**src/hw/core_pkg.sv**
```systemverilog
package core_pkg;

  typedef struct packed {
    logic        valid;
    logic [31:0] addr;
  } imem_req_type;

  typedef struct packed {
    logic        valid;
    logic        we;
    logic [31:0] addr;
    logic [31:0] wdata;
  } dmem_req_type;

  // Shared by the instruction and data buses.
  typedef struct packed {
    logic [31:0] rdata;
    logic        ready;
  } mem_resp_type;

  typedef enum logic [3:0] {
    ADD,
    SUB,
    AND,
    OR,
    XOR,
    SLT,
    SLL,
    SRL,
    PASS_B
  } alu_op_type;

  typedef struct packed {
    logic [4:0]  rs1;
    logic [4:0]  rs2;
    logic [4:0]  rd;
    logic [31:0] imm;
    alu_op_type  alu_op;
    logic        use_imm;   // ALU operand b from imm.
    logic        reg_write;
    logic        mem_read;
    logic        mem_write;
    logic        branch;
    logic        branch_ne;
    logic        jump;
    logic        illegal;
  } decode_out_type;

  typedef enum logic [2:0] {
    FETCH,
    EXECUTE,
    MEMORY,
    WRITEBACK,
    HALT
  } fsm_state_type;

endpackage

```
**src/hw/rv_isa_pkg.sv**
```systemverilog
package rv_isa_pkg;

  localparam logic [6:0] OP_LUI    = 7'b0110111;
  localparam logic [6:0] OP_IMM    = 7'b0010011;
  localparam logic [6:0] OP_REG    = 7'b0110011;
  localparam logic [6:0] OP_LOAD   = 7'b0000011;
  localparam logic [6:0] OP_STORE  = 7'b0100011;
  localparam logic [6:0] OP_BRANCH = 7'b1100011;
  localparam logic [6:0] OP_JAL    = 7'b1101111;

  localparam logic [2:0] F3_ADD = 3'b000; // Also SUB.
  localparam logic [2:0] F3_SLL = 3'b001;
  localparam logic [2:0] F3_SLT = 3'b010;
  localparam logic [2:0] F3_XOR = 3'b100;
  localparam logic [2:0] F3_SRL = 3'b101;
  localparam logic [2:0] F3_OR  = 3'b110;
  localparam logic [2:0] F3_AND = 3'b111;
  localparam logic [2:0] F3_LW  = 3'b010;
  localparam logic [2:0] F3_SW  = 3'b010;
  localparam logic [2:0] F3_BEQ = 3'b000;
  localparam logic [2:0] F3_BNE = 3'b001;

  localparam logic [6:0] F7_BASE = 7'b0000000;
  localparam logic [6:0] F7_SUB  = 7'b0100000;

  typedef struct packed {
    logic [6:0] funct7;
    logic [4:0] rs2;
    logic [4:0] rs1;
    logic [2:0] funct3;
    logic [4:0] rd;
    logic [6:0] opcode;
  } r_fmt;

  typedef struct packed {
    logic [11:0] imm;
    logic [4:0]  rs1;
    logic [2:0]  funct3;
    logic [4:0]  rd;
    logic [6:0]  opcode;
  } i_fmt;

  typedef struct packed {
    logic [6:0] imm_hi;
    logic [4:0] rs2;
    logic [4:0] rs1;
    logic [2:0] funct3;
    logic [4:0] imm_lo;
    logic [6:0] opcode;
  } s_fmt;

  typedef struct packed {
    logic       imm12;
    logic [5:0] imm10_5;
    logic [4:0] rs2;
    logic [4:0] rs1;
    logic [2:0] funct3;
    logic [3:0] imm4_1;
    logic       imm11;
    logic [6:0] opcode;
  } b_fmt;

  typedef struct packed {
    logic [19:0] imm;
    logic [4:0]  rd;
    logic [6:0]  opcode;
  } u_fmt;

  typedef struct packed {
    logic       imm20;
    logic [9:0] imm10_1;
    logic       imm11;
    logic [7:0] imm19_12;
    logic [4:0] rd;
    logic [6:0] opcode;
  } j_fmt;

  // One view of the 32-bit word per encoding format.
  typedef union packed {
    r_fmt r;
    i_fmt i;
    s_fmt s;
    b_fmt b;
    u_fmt u;
    j_fmt j;
  } instr_union;

endpackage

```
**src/hw/alu.sv**
```systemverilog
`timescale 1ns/10ps

module alu
  import core_pkg::*;
(
  input  logic [31 : 0] a,
  input  logic [31 : 0] b,
  input  alu_op_type    op,
  output logic [31 : 0] result,
  output logic          cond
);

  logic [4:0] shamt;

  assign shamt = b[4:0];

  always_comb begin
    case (op)
      ADD:     result = a + b;
      SUB:     result = a - b;
      AND:     result = a & b;
      OR:      result = a | b;
      XOR:     result = a ^ b;
      SLT:     result = {31'b0, $signed(a) < $signed(b)};
      SLL:     result = a << shamt;
      SRL:     result = a >> shamt; // Logical shift.
      PASS_B:  result = b;
      default: result = a + b;
    endcase
  end

  // Equality for BEQ and BNE.
  assign cond = (a == b);

endmodule

```
**src/hw/control_fsm.sv**
```systemverilog
`timescale 1ns/10ps

module control_fsm
  import core_pkg::*;
#(
  parameter logic [31:0] RESET_VECTOR = 32'h0000_0000
) (
  input  logic           clk,
  input  logic           rst_n,
  output imem_req_type   imem_req,
  input  mem_resp_type   imem_resp,
  output dmem_req_type   dmem_req,
  input  mem_resp_type   dmem_resp,
  output logic [31 : 0]  instr,
  input  decode_out_type dec,
  input  logic [31 : 0]  rs1_data,
  input  logic [31 : 0]  rs2_data,
  output logic [31 : 0]  alu_a,
  output logic [31 : 0]  alu_b,
  output alu_op_type     alu_op,
  input  logic [31 : 0]  alu_result,
  input  logic           alu_cond,
  output logic           rf_we,
  output logic [4 : 0]   rf_rd,
  output logic [31 : 0]  rf_wdata
);

  fsm_state_type state;
  logic [31:0]   pc;
  logic [31:0]   pc_plus4;
  logic [31:0]   target;
  logic [31:0]   next_pc;
  logic          taken;
  logic [31:0]   instr_q;
  logic [31:0]   load_q;
  logic          imem_valid_q;
  logic          dmem_valid_q;
  logic          dmem_we_q;
  logic [31:0]   dmem_addr_q;
  logic [31:0]   dmem_wdata_q;
  logic          fetch_done;
  logic          data_done;

  assign fetch_done = (state == FETCH) && imem_valid_q && imem_resp.ready;
  assign data_done  = (state == MEMORY) && dmem_valid_q && dmem_resp.ready;

  assign pc_plus4 = pc + 32'd4;
  assign target   = pc + dec.imm; // Branch and JAL share the PC-relative form.
  assign taken    = dec.jump | (dec.branch & (alu_cond ^ dec.branch_ne));
  assign next_pc  = taken ? target : pc_plus4;

  assign alu_a  = rs1_data;
  assign alu_b  = dec.use_imm ? dec.imm : rs2_data;
  assign alu_op = dec.alu_op;

  always_ff @(posedge clk) begin
    if (!rst_n) begin
      state        <= FETCH;
      pc           <= RESET_VECTOR;
      imem_valid_q <= 1'b0;
      dmem_valid_q <= 1'b0;
    end else begin
      case (state)
        FETCH: begin
          if (!imem_valid_q) begin
            imem_valid_q <= 1'b1; // First request after reset.
          end else if (imem_resp.ready) begin
            imem_valid_q <= 1'b0;
            state        <= EXECUTE;
          end
        end
        EXECUTE: begin
          if (dec.illegal) begin
            state <= HALT;
          end else if (dec.mem_read || dec.mem_write) begin
            dmem_valid_q <= 1'b1;
            state        <= MEMORY;
          end else begin
            state <= WRITEBACK;
          end
        end
        MEMORY: begin
          if (dmem_resp.ready) begin
            dmem_valid_q <= 1'b0;
            state        <= WRITEBACK;
          end
        end
        WRITEBACK: begin
          pc           <= next_pc;
          imem_valid_q <= 1'b1; // Next fetch starts at once.
          state        <= FETCH;
        end
        default: state <= HALT;
      endcase
    end
  end

  always_ff @(posedge clk) begin
    if (fetch_done) begin
      instr_q <= imem_resp.rdata;
    end
    if (state == EXECUTE) begin
      dmem_we_q    <= dec.mem_write;
      dmem_addr_q  <= alu_result;
      dmem_wdata_q <= rs2_data;
    end
    if (data_done) begin
      load_q <= dmem_resp.rdata;
    end
  end

  assign instr = instr_q;

  assign imem_req.valid = imem_valid_q;
  assign imem_req.addr  = pc;

  assign dmem_req.valid = dmem_valid_q;
  assign dmem_req.we    = dmem_we_q;
  assign dmem_req.addr  = dmem_addr_q;
  assign dmem_req.wdata = dmem_wdata_q;

  // Register write only in WRITEBACK.
  assign rf_we    = (state == WRITEBACK) && dec.reg_write;
  assign rf_rd    = dec.rd;
  assign rf_wdata = dec.jump ? pc_plus4 : (dec.mem_read ? load_q : alu_result);

endmodule

```
**src/hw/cpu.sv**
```systemverilog
`timescale 1ns/10ps

module cpu
  import core_pkg::*;
#(
  parameter logic [31:0] RESET_VECTOR = 32'h0000_0000
) (
  input  logic          clk,
  input  logic          rst_n,
  output logic          imemory_valid,
  output logic [31 : 0] imemory_addr,
  input  logic [31 : 0] imemory_rdata,
  input  logic          imemory_ready,
  output logic          dmemory_valid,
  output logic          dmemory_we,
  output logic [31 : 0] dmemory_addr,
  output logic [31 : 0] dmemory_wdata,
  input  logic [31 : 0] dmemory_rdata,
  input  logic          dmemory_ready
);

  imem_req_type   imem_req;
  mem_resp_type   imem_resp;
  dmem_req_type   dmem_req;
  mem_resp_type   dmem_resp;
  decode_out_type dec;
  logic [31:0]    instr;
  logic [31:0]    rs1_data;
  logic [31:0]    rs2_data;
  logic [31:0]    alu_a;
  logic [31:0]    alu_b;
  alu_op_type     alu_op;
  logic [31:0]    alu_result;
  logic           alu_cond;
  logic           rf_we;
  logic [4:0]     rf_rd;
  logic [31:0]    rf_wdata;

  control_fsm #(
    .RESET_VECTOR (RESET_VECTOR)
  ) control_fsm_comp (
    .clk        (clk),
    .rst_n      (rst_n),
    .imem_req   (imem_req),
    .imem_resp  (imem_resp),
    .dmem_req   (dmem_req),
    .dmem_resp  (dmem_resp),
    .instr      (instr),
    .dec        (dec),
    .rs1_data   (rs1_data),
    .rs2_data   (rs2_data),
    .alu_a      (alu_a),
    .alu_b      (alu_b),
    .alu_op     (alu_op),
    .alu_result (alu_result),
    .alu_cond   (alu_cond),
    .rf_we      (rf_we),
    .rf_rd      (rf_rd),
    .rf_wdata   (rf_wdata)
  );

  decoder decoder_comp (
    .instr (instr),
    .dec   (dec)
  );

  alu alu_comp (
    .a      (alu_a),
    .b      (alu_b),
    .op     (alu_op),
    .result (alu_result),
    .cond   (alu_cond)
  );

  register_file register_file_comp (
    .clk      (clk),
    .rst_n    (rst_n),
    .rs1      (dec.rs1),
    .rs2      (dec.rs2),
    .rs1_data (rs1_data),
    .rs2_data (rs2_data),
    .we       (rf_we),
    .rd       (rf_rd),
    .wdata    (rf_wdata)
  );

  assign imemory_valid   = imem_req.valid;
  assign imemory_addr    = imem_req.addr;
  assign imem_resp.rdata = imemory_rdata;
  assign imem_resp.ready = imemory_ready;

  assign dmemory_valid   = dmem_req.valid;
  assign dmemory_we      = dmem_req.we;
  assign dmemory_addr    = dmem_req.addr;
  assign dmemory_wdata   = dmem_req.wdata;
  assign dmem_resp.rdata = dmemory_rdata;
  assign dmem_resp.ready = dmemory_ready;

endmodule

```
**src/hw/decoder.sv**
```systemverilog
`timescale 1ns/10ps

module decoder
  import rv_isa_pkg::*, core_pkg::*;
(
  input  logic [31 : 0]  instr,
  output decode_out_type dec
);

  instr_union  iw;
  logic [31:0] imm_i;
  logic [31:0] imm_s;
  logic [31:0] imm_b;
  logic [31:0] imm_u;
  logic [31:0] imm_j;

  assign iw = instr;

  assign imm_i = {{20{iw.i.imm[11]}}, iw.i.imm};
  assign imm_s = {{20{iw.s.imm_hi[6]}}, iw.s.imm_hi, iw.s.imm_lo};
  assign imm_b = {{20{iw.b.imm12}}, iw.b.imm11, iw.b.imm10_5, iw.b.imm4_1, 1'b0};
  assign imm_u = {iw.u.imm, 12'h000};
  assign imm_j = {{12{iw.j.imm20}}, iw.j.imm19_12, iw.j.imm11, iw.j.imm10_1, 1'b0};

  always_comb begin
    dec        = '0;
    dec.rs1    = iw.r.rs1;
    dec.rs2    = iw.r.rs2;
    dec.rd     = iw.r.rd;
    dec.alu_op = ADD;
    case (iw.r.opcode)
      OP_LUI: begin
        dec.imm       = imm_u;
        dec.use_imm   = 1'b1;
        dec.alu_op    = PASS_B;
        dec.reg_write = 1'b1;
      end
      OP_IMM: begin
        dec.imm       = imm_i;
        dec.use_imm   = 1'b1;
        dec.reg_write = 1'b1;
        case (iw.i.funct3)
          F3_ADD:  dec.alu_op = ADD;
          F3_AND:  dec.alu_op = AND;
          F3_OR:   dec.alu_op = OR;
          F3_XOR:  dec.alu_op = XOR;
          F3_SLT:  dec.alu_op = SLT;
          default: dec.illegal = 1'b1;
        endcase
      end
      OP_REG: begin
        dec.reg_write = 1'b1;
        case ({iw.r.funct7, iw.r.funct3})
          {F7_BASE, F3_ADD}: dec.alu_op = ADD;
          {F7_SUB, F3_ADD}:  dec.alu_op = SUB;
          {F7_BASE, F3_AND}: dec.alu_op = AND;
          {F7_BASE, F3_OR}:  dec.alu_op = OR;
          {F7_BASE, F3_XOR}: dec.alu_op = XOR;
          {F7_BASE, F3_SLT}: dec.alu_op = SLT;
          {F7_BASE, F3_SLL}: dec.alu_op = SLL;
          {F7_BASE, F3_SRL}: dec.alu_op = SRL;
          default:           dec.illegal = 1'b1;
        endcase
      end
      OP_LOAD: begin
        dec.imm       = imm_i;
        dec.use_imm   = 1'b1;
        dec.reg_write = 1'b1;
        dec.mem_read  = 1'b1;
        dec.illegal   = (iw.i.funct3 != F3_LW); // Word loads only.
      end
      OP_STORE: begin
        dec.imm       = imm_s;
        dec.use_imm   = 1'b1;
        dec.mem_write = 1'b1;
        dec.illegal   = (iw.s.funct3 != F3_SW);
      end
      OP_BRANCH: begin
        dec.imm    = imm_b;
        dec.branch = 1'b1;
        case (iw.b.funct3)
          F3_BEQ:  dec.branch_ne = 1'b0;
          F3_BNE:  dec.branch_ne = 1'b1;
          default: dec.illegal = 1'b1;
        endcase
      end
      OP_JAL: begin
        dec.imm       = imm_j;
        dec.jump      = 1'b1;
        dec.reg_write = 1'b1;
      end
      default: dec.illegal = 1'b1;
    endcase
  end

endmodule

```
**src/hw/register_file.sv**
```systemverilog
`timescale 1ns/10ps

module register_file
(
  input  logic          clk,
  input  logic          rst_n,
  input  logic [4 : 0]  rs1,
  input  logic [4 : 0]  rs2,
  output logic [31 : 0] rs1_data,
  output logic [31 : 0] rs2_data,
  input  logic          we,
  input  logic [4 : 0]  rd,
  input  logic [31 : 0] wdata
);

  logic [31:0] regs [1:31]; // No storage for x0.

  always_ff @(posedge clk) begin
    if (!rst_n) begin
      for (int k = 1; k < 32; k++) begin
        regs[k] <= '0;
      end
    end else if (we && rd != 5'd0) begin
      regs[rd] <= wdata;
    end
  end

  assign rs1_data = (rs1 == 5'd0) ? '0 : regs[rs1];
  assign rs2_data = (rs2 == 5'd0) ? '0 : regs[rs2];

endmodule

```
**config.mk**
```make
export PLATFORM = sky130hd
export DESIGN_NAME = cpu
export DESIGN_NICKNAME = d
export VERILOG_FILES = /design/src/hw/core_pkg.sv /design/src/hw/rv_isa_pkg.sv /design/src/hw/alu.sv /design/src/hw/control_fsm.sv /design/src/hw/cpu.sv /design/src/hw/decoder.sv /design/src/hw/register_file.sv
export SDC_FILE = /design/constraint.sdc
export NUM_CORES = 2
export LEC_CHECK = 0
export BUFFER_PORTS_ARGS = -buffer_cell sky130_fd_sc_hd__clkbuf_2
export CORE_ASPECT_RATIO = 0.6
export CORE_UTILIZATION = 45
export CTS_CLUSTER_SIZE = 25
export DETAILED_ROUTE_END_ITERATION = 7
export PLACE_DENSITY_LB_ADDON = 0.15
export SYNTH_ARGS = -nofsm -noshare
export SYNTH_HDL_FRONTEND = slang
export SYNTH_SLANG_ARGS = --single-unit
export TNS_END_PERCENT = 100
```
**constraint.sdc**
```tcl
create_clock -name clk -period 11.8 [get_ports clk]
set_input_delay 1.77 -clock clk [delete_from_list [all_inputs] [get_ports clk]]
set_output_delay 1.77 -clock clk [all_outputs]
set_load 0.01 [all_outputs]
```
==> metrics.txt <==
outcome finished, violations left; failing checks DRC, slew limit; Layout fillers 13763; sw power 5560 uW; maximum VDD drop 0.147 mV; Core ar. 156000 um2; predominant post-synthesis flop cell edfxtp_1; #FFs+latches synth 1200; largest net degree at the start of global routing 86; # hold bufs at CTS 0; Arr. time, crit path 10240 ps; number of port buffers 166; drt drc 4; area of the mapped netlist 71200 um2; number of global-route vias before repair 52984; post-DP HPWL 226 mm; post-CTS sizing 0; 1st-pass router iterations 8; H-tree depth 3; WL/cell 40.7 um; Routed Antenna Nets 0; GRT overflow 0; Cells after Synth 6068; Hold Crit Class reg2reg; crit path time final 9730 ps; CTS sink cnt 1200; kind of end point of the critical path flop; hold depth 2; period utilisation layout 82.4%; max-cap violations 0; Total GRT Usage 41.5%; Slew @ Worst Pin 1550 ps; hold_sp control_fsm_comp.dmem_valid_q; Die H 310 um; TritonCTS clock tree done; Worst-path clk slew 70 ps; hold_ws 500 ps; placed cells 8072; effective utilization at floorplan 45.6%; Clock Tree Buf Depth 3; sequential area share after synthesis 49.9%; WS Path Type reg2reg; Combinational Power Share 35.6%; Worst EP required 12310 ps; setup slack, reg-to-reg 2070 ps; Flop pwr share 36.6%; Via-to-Cell Ratio 7.06; Int Pwr 8280 uW; Layout area overhead 9.93%; Sw Share 40.2%; Die W 516 um; slowest stage delay, CP 1120 ps; startpoint class of the critical path flop; most frequent cells in the layout nor2_1 (1220), edfxtp_1 (1153), mux4_2 (439); # rows 112; CP max-delay cell nor2b_1; Netlist cell types 108; Static Leakage 0.0295 uW; FF-to-FF path depth 20; headroom to the max-slew limit -3.55%; PwrDens 177 nW/um2; Final Hold Viols 0; first-pass GRT wire length 450 mm; Hold EP control_fsm_comp.dmem_valid_q; fmax 0.103 GHz; Fin Clk Skew 33.7 ps; FF+latch area 35600 um2; clk root buf clkbuf_16; die area 160000 um2; Critical Path, Cell by Cell buf_12, nor2b_1, a22oi_1, a21oi_1, or4_1, o21a_1, inv_1, ha_1, inv_1, a31oi_1, o2111ai_1, nand3_1, o31ai_1, a21oi_1, or3_1, a2111oi_0, nand4_1, a22oi_2, buf_4, nor2_1; most common cell after layout, fill and taps aside nor2_1; reg2reg end register_file_comp.regs[26][25]; routability cong. 1.06; Vias 58541; Worst path top cell family by delay compound AO/OA/AOI/OAI gates; final setup fails 0; fin cells 8294; critical path buffer and inverter count 4; nets 6281; DRT Wirelength 338 mm; RSZ-0062 raised after global routing no; Synth async-reset ratio 0%; num ports 167; number of synthesized flops with an enable pin 1153; initial antenna violation count 14; max-slew violations 1; layout cells sized above 1 20.3%; syn_area_per_cell 11.7 um2; setup_tns 0 ps; drt first-iter violations 11245; Multi-input gate area 33000 um2; post-CTS setup repair buffer count 0; TritonCTS buffer count 115; worst skew pair latency 800 ps; power share of the clock group 27.8%; worst-path fanout max 53; Yosys warning count 0
## registers in the layout, indices dropped and copies added, names as in the netlist, named ones only
signal,count
control_fsm_comp.load_q,32
control_fsm_comp.pc,32
control_fsm_comp.imem_valid_q,1
control_fsm_comp.dmem_valid_q,1
control_fsm_comp.dmem_addr_q,32
control_fsm_comp.instr,32
control_fsm_comp.dmem_wdata_q,32
control_fsm_comp.state,3
register_file_comp.regs,1024
control_fsm_comp.dmem_we_q,1
## layout make-up
| cell class | count | area share [%] |
|---|---|---|
| Inverter | 168 | 0.805 |
| Timing Repair Buffer | 403 | 3.46 |
| Antenna cell | 9 | 0.0288 |
| Clock buffer | 131 | 3.75 |
| Clock inverter | 81 | 0.994 |
| Multi-Input combinational cell | 4193 | 42.1 |
| Sequential cell | 1200 | 45.5 |
| Tap cell | 2109 | 3.37 |
## cell families after synthesis
family	Yosys count	share of synthesized area [%]
simple gates	2055	12.5
flops	1200	49.9
compound gates	1116	10.9
mux	787	18.8
buf+inv	706	4.62
fa+ha+maj	132	2.35
xor+xnor	71	0.873
other cells	1	0.00527
## per-layer routing
metal / share of wire, % / global-route usage, % / wire (um) / vias to the layer above
met4: 3.4 / 12.9 / 11600 / 12
met2: 37 / 51.5 / 126000 / 5077
li1: - / - / - / 23029
met1: 42 / 62.7 / 141000 / 29792
met3: 17 / 18.6 / 59000 / 631
met5: 0.023 / 0 / 77 / -
## cell usage after synthesis, types with 129 or more instances
cell / instances / share of area, %
a21oi_1: 230 / 1.6
a22oi_1: 183 / 1.9
clkbuf_1: 290 / 1.5
edfxtp_1: 1153 / 49
ha_1: 129 / 2.3
inv_1: 162 / 0.85
mux2i_1: 328 / 4.6
mux4_2: 439 / 14
nand2_1: 307 / 1.6
nand3_1: 149 / 1.0
nor2_1: 1226 / 6.5
o21ai_0: 163 / 1.1
## power by group through the flow
stage | sequential (uW) | clock (uW) | combinational [uW]
6_report | 5070 | 3840 | 4930
5_1_grt | 5080 | 4010 | 5020
4_1_cts | 5060 | 3860 | 4700
3_5_place_dp | 5150 | 0 | 4680
3_3_place_gp | 5140 | 0 | 4720
2_1_floorplan | 5070 | 0 | 2940
## stage by stage
step | instance area [um2] | total power [uW] | setup WS, ps | utilization [%]
2_1_floorplan | 71300 | 8010 | 4920 | -
4_1_cts | 78300 | 13600 | 2540 | 50.1
5_1_grt | 78300 | 14100 | 1950 | 50.1
6_report | 78300 | 13800 | 2070 | 50.1
3_5_place_dp | 74500 | 9830 | 2550 | 47.7
3_3_place_gp | 74500 | 9860 | 2780 | 47.7
## how the worst max path moves through the flow
stage	startpoint	to	slack (ps)	cells after the start
final	flop	register_file_comp.regs[26][25]	2070	20
after global routing	flop	register_file_comp.regs[24][25]	1950	20
after CTS	flop	register_file_comp.regs[26][25]	2540	20
after detailed placement	flop	register_file_comp.regs[26][25]	2550	20
after global placement	flop	register_file_comp.regs[10][25]	2780	20
after floorplan	flop	register_file_comp.regs[13][30]	4920	24
## worst min-delay path, delay by kind of cell, from the launching register on
family / cells / cell delay, ps
AOI/OAI and AO/OA: 2 / 130
DFF: 1 / 320
Note: power is estimated with default switching activity, not from simulation.
